File: src/source/isa_pkg.sv
// instruction-set widths and encodings, imported by decode, register file and ALU logic
package isa_pkg;

    // ----------------------------------------------------------
    // widths and register count
    // ----------------------------------------------------------
    localparam int REG_COUNT  = 32;   // register 0 reads as zero
    localparam int REG_ADDR_W = 5;
    localparam int DATA_W     = 32;
    localparam int INSTR_W    = 32;
    localparam int OP_W       = 6;
    localparam int FUNCT_W    = 6;
    localparam int IMM_W      = 16;
    localparam int ALU_OP_W   = 6;    // same width as the alu_op field of the control bundle

    // field positions inside the instruction word
    localparam int OP_LSB = 26;
    localparam int RS_LSB = 21;
    localparam int RT_LSB = 16;
    localparam int RD_LSB = 11;

    // ----------------------------------------------------------
    // encodings
    // ----------------------------------------------------------
    typedef enum logic [OP_W-1:0] {
        RTYPE = 6'h00,
        ADDI  = 6'h08,
        SLTI  = 6'h0a,
        ANDI  = 6'h0c,
        ORI   = 6'h0d,
        LW    = 6'h23,
        SW    = 6'h2b
    } opcode_e;

    // function field of R-type words, bits 5:0
    typedef enum logic [FUNCT_W-1:0] {
        ADD = 6'h20,
        SUB = 6'h22,
        AND = 6'h24,
        OR  = 6'h25,
        XOR = 6'h26,
        SLT = 6'h2a
    } funct_e;

    typedef enum logic [ALU_OP_W-1:0] {
        ALU_ADD = 6'd0,   // zero value, so a bubble decodes as an add
        ALU_SUB = 6'd1,
        ALU_AND = 6'd2,
        ALU_OR  = 6'd3,
        ALU_XOR = 6'd4,
        ALU_SLT = 6'd5
    } alu_op_e;

endpackage

File: src/source/pipe_pkg.sv
// bundles passed between the issue, pipeline register and execute stages
package pipe_pkg;

    import isa_pkg::*;

    // ----------------------------------------------------------
    // control for one instruction, all zero is a bubble
    // ----------------------------------------------------------
    typedef struct packed {
        logic    reg_wr;
        logic    mem_to_reg;
        logic    mem_wr;
        alu_op_e alu_op;
        logic    alu_src;     // second operand from sign_imm
        logic    reg_dst;     // destination is rd, else rt
    } ex_ctrl_t;

    // one instruction entering execute
    typedef struct packed {
        ex_ctrl_t              ctrl;
        logic [REG_ADDR_W-1:0] rs;
        logic [REG_ADDR_W-1:0] rt;
        logic [REG_ADDR_W-1:0] rd;
        logic [DATA_W-1:0]     r_data_p1;
        logic [DATA_W-1:0]     r_data_p2;
        logic [DATA_W-1:0]     sign_imm;
    } ex_bundle_t;

    // write-back register contents
    typedef struct packed {
        logic                  reg_wr;
        logic                  mem_to_reg;
        logic                  mem_wr;
        logic [REG_ADDR_W-1:0] dest;
        logic [DATA_W-1:0]     result;      // alu result or memory address
        logic [DATA_W-1:0]     store_data;
    } wb_bundle_t;

endpackage

File: src/source/reg_file.sv
// two-read one-write register file with same-cycle write bypass, used by the issue stage
`timescale 1ns/1ns

module reg_file
    (
        input  logic                          clk,
        input  logic                          reset,
        input  logic [isa_pkg::REG_ADDR_W-1:0] rd_addr_a_i,
        input  logic [isa_pkg::REG_ADDR_W-1:0] rd_addr_b_i,
        output logic [isa_pkg::DATA_W-1:0]     rd_data_a_o,
        output logic [isa_pkg::DATA_W-1:0]     rd_data_b_o,
        input  logic                          wr_en_i,
        input  logic [isa_pkg::REG_ADDR_W-1:0] wr_addr_i,
        input  logic [isa_pkg::DATA_W-1:0]     wr_data_i
    );

    import isa_pkg::*;

    logic [DATA_W-1:0] regs [REG_COUNT];
    logic              wr_live;

    assign wr_live = wr_en_i && (wr_addr_i != '0);   // register 0 is never written

    always_ff @(posedge clk or posedge reset)
    begin
        if (reset)
        begin
            for (int i = 0; i < REG_COUNT; i++)
            begin
                regs[i] <= '0;
            end
        end
        else if (wr_live)
        begin
            regs[wr_addr_i] <= wr_data_i;
        end
    end

    // ----------------------------------------------------------
    // read ports, a pending write shows through
    // ----------------------------------------------------------
    always_comb
    begin
        if (wr_live && (wr_addr_i == rd_addr_a_i))
            rd_data_a_o = wr_data_i;
        else
            rd_data_a_o = regs[rd_addr_a_i];

        if (wr_live && (wr_addr_i == rd_addr_b_i))
            rd_data_b_o = wr_data_i;
        else
            rd_data_b_o = regs[rd_addr_b_i];
    end

endmodule

File: src/source/issue_stage.sv
// issue stage: decodes the instruction word and reads its operands into an execute bundle
`timescale 1ns/1ns

module issue_stage
    (
        input  logic                          clk,
        input  logic                          reset,
        input  logic [isa_pkg::INSTR_W-1:0]   instr_i,
        input  pipe_pkg::wb_bundle_t          wb_i,
        output pipe_pkg::ex_bundle_t          ex_o
    );

    import isa_pkg::*;
    import pipe_pkg::*;

    opcode_e               opcode;
    funct_e                funct;
    logic [REG_ADDR_W-1:0] rs;
    logic [REG_ADDR_W-1:0] rt;
    logic [REG_ADDR_W-1:0] rd;
    logic [IMM_W-1:0]      imm;
    logic [DATA_W-1:0]     rd_data_a;
    logic [DATA_W-1:0]     rd_data_b;
    ex_ctrl_t              ctrl;

    // ----------------------------------------------------------
    // field split
    // ----------------------------------------------------------
    assign opcode = opcode_e'(instr_i[OP_LSB +: OP_W]);
    assign funct  = funct_e'(instr_i[FUNCT_W-1:0]);
    assign rs     = instr_i[RS_LSB +: REG_ADDR_W];
    assign rt     = instr_i[RT_LSB +: REG_ADDR_W];
    assign rd     = instr_i[RD_LSB +: REG_ADDR_W];
    assign imm    = instr_i[IMM_W-1:0];

    // ----------------------------------------------------------
    // control decode, unknown words stay a bubble
    // ----------------------------------------------------------
    always_comb
    begin
        ctrl = '0;
        case (opcode)
            RTYPE:
            begin
                ctrl.reg_wr  = 1'b1;
                ctrl.reg_dst = 1'b1;
                case (funct)
                    ADD:     ctrl.alu_op = ALU_ADD;
                    SUB:     ctrl.alu_op = ALU_SUB;
                    AND:     ctrl.alu_op = ALU_AND;
                    OR:      ctrl.alu_op = ALU_OR;
                    XOR:     ctrl.alu_op = ALU_XOR;
                    SLT:     ctrl.alu_op = ALU_SLT;
                    default: ctrl = '0;      // includes the all-zero nop word
                endcase
            end
            ADDI, ANDI, ORI, SLTI:
            begin
                ctrl.reg_wr  = 1'b1;
                ctrl.alu_src = 1'b1;
                case (opcode)
                    ANDI:    ctrl.alu_op = ALU_AND;
                    ORI:     ctrl.alu_op = ALU_OR;
                    SLTI:    ctrl.alu_op = ALU_SLT;
                    default: ctrl.alu_op = ALU_ADD;
                endcase
            end
            LW:
            begin
                ctrl.reg_wr     = 1'b1;
                ctrl.mem_to_reg = 1'b1;
                ctrl.alu_src    = 1'b1;   // address = rs + imm
            end
            SW:
            begin
                ctrl.mem_wr  = 1'b1;
                ctrl.alu_src = 1'b1;
            end
            default: ctrl = '0;
        endcase
    end

    // write port follows the write-back register, loads are not written here
    reg_file u_reg_file
        (
            .clk         (clk),
            .reset       (reset),
            .rd_addr_a_i (rs),
            .rd_addr_b_i (rt),
            .rd_data_a_o (rd_data_a),
            .rd_data_b_o (rd_data_b),
            .wr_en_i     (wb_i.reg_wr && !wb_i.mem_to_reg),
            .wr_addr_i   (wb_i.dest),
            .wr_data_i   (wb_i.result)
        );

    always_comb
    begin
        ex_o.ctrl      = ctrl;
        ex_o.rs        = rs;
        ex_o.rt        = rt;
        ex_o.rd        = rd;
        ex_o.r_data_p1 = rd_data_a;
        ex_o.r_data_p2 = rd_data_b;
        ex_o.sign_imm  = {{(DATA_W-IMM_W){imm[IMM_W-1]}}, imm};
    end

endmodule

File: src/source/ex_pipe_reg.sv
// issue-to-execute pipeline register, cleared on reset or by a synchronous flush
`timescale 1ns/1ns

module ex_pipe_reg
    (
        input  logic                 clk,
        input  logic                 reset,
        input  logic                 clr_i,
        input  pipe_pkg::ex_bundle_t ex_i,
        output pipe_pkg::ex_bundle_t ex_o
    );

    // a cleared entry is a bubble
    always_ff @(posedge clk or posedge reset)
    begin
        if (reset)
        begin
            ex_o <= '0;
        end
        else if (clr_i)
        begin
            ex_o <= '0;      // drops the instruction offered this cycle
        end
        else
        begin
            ex_o <= ex_i;
        end
    end

endmodule

File: src/source/exec_stage.sv
// execute stage: forwards operands, runs the ALU and holds the write-back register
`timescale 1ns/1ns

module exec_stage
    (
        input  logic                 clk,
        input  logic                 reset,
        input  pipe_pkg::ex_bundle_t ex_i,
        output pipe_pkg::wb_bundle_t wb_o
    );

    import isa_pkg::*;
    import pipe_pkg::*;

    logic              wb_writes;
    logic              fwd_a;
    logic              fwd_b;
    logic [DATA_W-1:0] opnd_a;
    logic [DATA_W-1:0] rt_val;
    logic [DATA_W-1:0] opnd_b;
    logic [DATA_W-1:0] alu_res;
    wb_bundle_t        wb_d;

    // ----------------------------------------------------------
    // forwarding from the write-back register
    // ----------------------------------------------------------
    assign wb_writes = wb_o.reg_wr && !wb_o.mem_to_reg && (wb_o.dest != '0);
    assign fwd_a     = wb_writes && (wb_o.dest == ex_i.rs);
    assign fwd_b     = wb_writes && (wb_o.dest == ex_i.rt);

    assign opnd_a = fwd_a ? wb_o.result : ex_i.r_data_p1;
    assign rt_val = fwd_b ? wb_o.result : ex_i.r_data_p2;
    assign opnd_b = ex_i.ctrl.alu_src ? ex_i.sign_imm : rt_val;

    // ----------------------------------------------------------
    // alu
    // ----------------------------------------------------------
    always_comb
    begin
        case (ex_i.ctrl.alu_op)
            ALU_ADD: alu_res = opnd_a + opnd_b;
            ALU_SUB: alu_res = opnd_a - opnd_b;
            ALU_AND: alu_res = opnd_a & opnd_b;
            ALU_OR:  alu_res = opnd_a | opnd_b;
            ALU_XOR: alu_res = opnd_a ^ opnd_b;
            ALU_SLT:
            begin
                // signed compare
                alu_res = {{(DATA_W-1){1'b0}}, ($signed(opnd_a) < $signed(opnd_b))};
            end
            default: alu_res = '0;
        endcase
    end

    always_comb
    begin
        wb_d.reg_wr     = ex_i.ctrl.reg_wr;
        wb_d.mem_to_reg = ex_i.ctrl.mem_to_reg;
        wb_d.mem_wr     = ex_i.ctrl.mem_wr;
        wb_d.dest       = ex_i.ctrl.reg_dst ? ex_i.rd : ex_i.rt;
        wb_d.result     = alu_res;
        wb_d.store_data = rt_val;          // forwarded rt for stores
    end

    always_ff @(posedge clk or posedge reset)
    begin
        if (reset)
        begin
            wb_o <= '0;
        end
        else
        begin
            wb_o <= wb_d;
        end
    end

endmodule

File: src/source/issue_exec_core.sv
// top level of the issue and execute pipeline half, one instruction per clock
`timescale 1ns/1ns

module issue_exec_core
    (
        input  logic                          clk,
        input  logic                          reset,
        input  logic [isa_pkg::INSTR_W-1:0]    instr_i,
        input  logic                          flush_i,
        output logic                          reg_wr_o,
        output logic                          mem_wr_o,
        output logic                          mem_to_reg_o,
        output logic [isa_pkg::REG_ADDR_W-1:0] dest_o,
        output logic [isa_pkg::DATA_W-1:0]     result_o,
        output logic [isa_pkg::DATA_W-1:0]     store_data_o
    );

    import pipe_pkg::*;

    ex_bundle_t issue_ex;   // decoded, before the pipeline register
    ex_bundle_t ex_q;
    wb_bundle_t wb;

    issue_stage u_issue_stage
        (
            .clk     (clk),
            .reset   (reset),
            .instr_i (instr_i),
            .wb_i    (wb),
            .ex_o    (issue_ex)
        );

    ex_pipe_reg u_ex_pipe_reg
        (
            .clk   (clk),
            .reset (reset),
            .clr_i (flush_i),
            .ex_i  (issue_ex),
            .ex_o  (ex_q)
        );

    exec_stage u_exec_stage
        (
            .clk   (clk),
            .reset (reset),
            .ex_i  (ex_q),
            .wb_o  (wb)
        );

    // ----------------------------------------------------------
    // write-back register onto the ports
    // ----------------------------------------------------------
    assign reg_wr_o     = wb.reg_wr;
    assign mem_wr_o     = wb.mem_wr;
    assign mem_to_reg_o = wb.mem_to_reg;
    assign dest_o       = wb.dest;
    assign result_o     = wb.result;
    assign store_data_o = wb.store_data;

endmodule

File: config.mk
export PLATFORM = sky130hd
export DESIGN_NAME = issue_exec_core
export DESIGN_NICKNAME = d
export VERILOG_FILES = /design/src/source/isa_pkg.sv /design/src/source/pipe_pkg.sv /design/src/source/reg_file.sv /design/src/source/issue_stage.sv /design/src/source/ex_pipe_reg.sv /design/src/source/exec_stage.sv /design/src/source/issue_exec_core.sv
export SDC_FILE = /design/constraint.sdc
export NUM_CORES = 2
export LEC_CHECK = 0
export ABC_CLOCK_PERIOD_IN_PS = 73400
export BUFFER_PORTS_ARGS = -buffer_cell sky130_fd_sc_hd__buf_2
export CAP_MARGIN = 0
export CORE_UTILIZATION = 45
export DETAILED_ROUTE_END_ITERATION = 8
export HOLD_SLACK_MARGIN = 0.1
export PLACE_DENSITY = 0.7
export REMOVE_ABC_BUFFERS = 1
export SYNTH_ARGS = -nofsm -noshare
export SYNTH_HDL_FRONTEND = slang
export SYNTH_SLANG_ARGS = --single-unit
File: constraint.sdc
create_clock -name clk -period 73.4 [get_ports clk]
set_clock_uncertainty 0.15 [all_clocks]
set_input_delay 14.68 -clock clk [delete_from_list [all_inputs] [get_ports clk]]
set_output_delay 14.68 -clock clk [all_outputs]
set_load 0.005 [all_outputs]
==> reports/metrics.yaml <==
worst_setup_path:
  crit_path_end_kind: "flop"
  crit_start: "instr_i[16]"
  critPathLaunchType: "input port"
  required_ns: 73.89
  r2r_start: "u_exec_stage.wb_o[66]$_DFF_PP0_"
  crit_end: "u_ex_pipe_reg.ex_o[63]$_DFF_PP0_"
  crit_type: "in2reg"
  crit_arrival_ns: 19.76
  r2r_end: "u_exec_stage.wb_o[32]$_DFF_PP0_"
  ff2ff_path_depth: 16
  ff2ff_setup_slack_ns: 66.15
  critPathMaxFanout: 69
global_routing:
  grt_max_degree: 162
  grt-ovfl-total: 0
  grt-busiest-layer: "met2"
  met2_usage: 0.400
  use_met1: 0.382
  gr-usage-met3: 0.0677
  grt_util_all_layers: 0.268
  grt_first_pass_wirelength_microns: 291000
  grt_pass1_vias: 42700
  antenna_found_initial: 7
route:
  ant_nets: 0
  drt-total-wl_microns: 195000
  drc: 0
  drtIter0Drc: 4447
  num_vias: 42000
  first_pass_iters: 6
  viasPerCell: 6.54
  wl_per_cell_microns: 30.3
final_layout:
  layout_common_cells: "dfrtp_1, mux2_2, mux4_2"
  fill_cells: 12100
  final_nets: 4538
  final_area_sq_um: 72400
  final_common_cell: "dfrtp_1"
  area_growth_pct: 9.94
  drive_above_1_share: 0.488
pwr:
  peakVddDrop_mv: 0.0237
  leakagePower_nw: 33.3
  powerDensity_nw_per_um2: 19.7
floorplan:
  core_area_sq_um: 145000
  die_h_microns: 385
  io_pins: 107
  floorplan.die.width_microns: 385
  die_area_sq_um: 148000
  rows: 140
  initial_core_util: 0.453
hold_path:
  hold_class: "reg2reg"
sta:
  worst_slew_pin_slew_ns: 1.38
  slew_headroom: 0.0719
  rsz0062_at_grt: "false"
  whs_ns: 0.195
  maxSlewViolCount: 0
  setup-tns-final_ns: 0
  fin_crit_ns: 19.27
  setup_viol: 0
  hold_viol: 0
  max_freq_mhz: 51.9
  finalCritPeriodShare: 0.263
place:
  hpwl_microns: 110000
  numPortBuffers: 106
  placed_area_sq_um: 68000
  gp_congestion: 0.960
cts:
  cts_buffer_depth: 3
  cts-hold-fix-buffers: 0
  cts_tree: "done"
  htreeDepth: 4
  cts_sinks: 1194
  clk_pin_slew_ns: 0.06
  postCtsSetupBuffers: 0
  clk_latency_ns: 0.81
  clockRootBuffer: "clkbuf_16"
  cts_made_buffers: 135
  cts_resized: 0
synthesis:
  yosysWarnings: 0
  syn_avg_cell_area_sq_um: 14.6
  syn-cell-area_sq_um: 65800
  yosysSeqAreaShare: 0.454
  synth_cell_types: 85
  synth-edff-count: 0
  synth-async-reset-ratio: 1.00
  synthCells: 4514
  synth_ff_type: "dfrtp_1"
  ys_ff_latch: 1194
run:
  maxCapViolations: 0
status:
  outcome: "finished, final reports clean"
[synth_stat cells, types with 4 or more instances]
master / count / area share
a31oi_1: 15 / 0.0014
nor3b_1: 7 / 0.00080
nand2b_1: 16 / 0.0015
o31a_1: 4 / 0.00053
nor4_1: 17 / 0.0016
a32oi_1: 4 / 0.00053
and2_1: 11 / 0.0010
o21ai_1: 5 / 0.00038
nand3b_1: 6 / 0.00068
o31ai_1: 11 / 0.0013
o211ai_1: 20 / 0.0023
nand4_1: 10 / 0.00095
nand2_1: 79 / 0.0045
nor3_1: 23 / 0.0017
a21oi_1: 80 / 0.0061
o221ai_1: 4 / 0.00053
buf_1: 66 / 0.0038
mux2i_1: 68 / 0.010
ha_1: 104 / 0.020
nor2b_1: 38 / 0.0036
nor2_1: 188 / 0.011
a21o_1: 13 / 0.0015
inv_1: 102 / 0.0058
or2_2: 8 / 0.00076
xor2_1: 16 / 0.0021
and3_1: 6 / 0.00057
o21ai_0: 36 / 0.0027
o21bai_1: 18 / 0.0021
o22ai_1: 17 / 0.0016
o32a_1: 7 / 0.0011
o311ai_0: 5 / 0.00067
a221o_1: 4 / 0.00061
mux4_2: 641 / 0.22
o21a_1: 6 / 0.00068
a211oi_1: 75 / 0.0086
clkbuf_1: 315 / 0.018
nand3_1: 12 / 0.00091
a22oi_1: 5 / 0.00057
buf_2: 86 / 0.0065
xnor2_1: 26 / 0.0035
a211o_1: 4 / 0.00053
or3_1: 12 / 0.0011
dfrtp_1: 1194 / 0.45
mux2_2: 1075 / 0.18
[worst max-delay path: stages]
cell and delay, ns:
buf_8 0.53, buf_4 0.77, buf_4 0.72, buf_4 0.70, buf_4 0.85, mux4_2 0.60
mux4_2 0.48, mux2i_1 0.18, a211oi_1 0.10
[final cells by class]
class                   instances  area [sq um]  area share
well taps                    1917          2400      0.0331
clock buffers                 192          3820      0.0528
multi-input cells            2746         33900       0.468
inverters                     104           398     0.00550
clock inverters                47           582     0.00804
flip-flops and latches       1194         29900       0.413
diodes                          4          10.0    0.000138
repair buffers                216          1430      0.0198
[routing by layer]
layer	part of all wire	wire, microns
met5	0	0
met4	0.032	6200
met3	0.091	17800
met2	0.45	88100
met1	0.42	82600
[worst min-delay path by stage]
stage / cells past startpoint / from / end / slack, ns
6_report: 0 / u_ex_pipe_reg.ex_o[121]$_DFF_PP0_ / u_exec_stage.wb_o[71]$_DFF_PP0_ / 0.20
5_1_grt: 0 / u_ex_pipe_reg.ex_o[121]$_DFF_PP0_ / u_exec_stage.wb_o[71]$_DFF_PP0_ / 0.22
4_1_cts: 0 / u_ex_pipe_reg.ex_o[119]$_DFF_PP0_ / u_exec_stage.wb_o[69]$_DFF_PP0_ / 0.20
3_5_place_dp: 0 / u_ex_pipe_reg.ex_o[119]$_DFF_PP0_ / u_exec_stage.wb_o[69]$_DFF_PP0_ / 0.19
3_3_place_gp: 0 / u_ex_pipe_reg.ex_o[119]$_DFF_PP0_ / u_exec_stage.wb_o[69]$_DFF_PP0_ / 0.18
2_1_floorplan: 0 / u_ex_pipe_reg.ex_o[119]$_DFF_PP0_ / u_exec_stage.wb_o[69]$_DFF_PP0_ / 0.18
[through the flow]
| stage | worst slack, ns | utilization | total power, mW | cells |
|---|---|---|---|---|
| 2_1_floorplan | 24.93 | - | 0.719 | 4044 |
| 3_3_place_gp | 53.13 | 0.468 | 0.761 | 6177 |
| 3_5_place_dp | 53.08 | 0.468 | 0.761 | 6177 |
| 4_1_cts | 53.93 | 0.498 | 1.44 | 6416 |
| 5_1_grt | 53.59 | 0.498 | 1.47 | 6416 |
| 6_report | 54.13 | 0.498 | 1.42 | 6420 |
[state kept, by name, indices dropped and copies added, names as in the netlist]
signal                         flops
u_issue_stage.u_reg_file.regs   1024
u_exec_stage.wb_o                 72
u_ex_pipe_reg.ex_o                98
[report_power, final]
group,internal (mW),total (mW),switching (mW)
logic,0.0275,0.0846,0.0571
clock network,0.391,0.675,0.284
registers,0.661,0.664,0.00298
[logic make-up after synthesis]
kind of cell | Yosys count | share of synthesized area
flip-flops | 1194 | 0.454
AO/OA/AOI/OAI | 365 | 0.0394
XOR/XNOR | 42 | 0.00559
buffers and inverters | 574 | 0.0346
AND/OR/NAND/NOR | 449 | 0.0329
adder cells (fa/ha/maj) | 106 | 0.0204
multiplexers | 1784 | 0.413
Note: power is estimated with default switching activity, not from simulation.
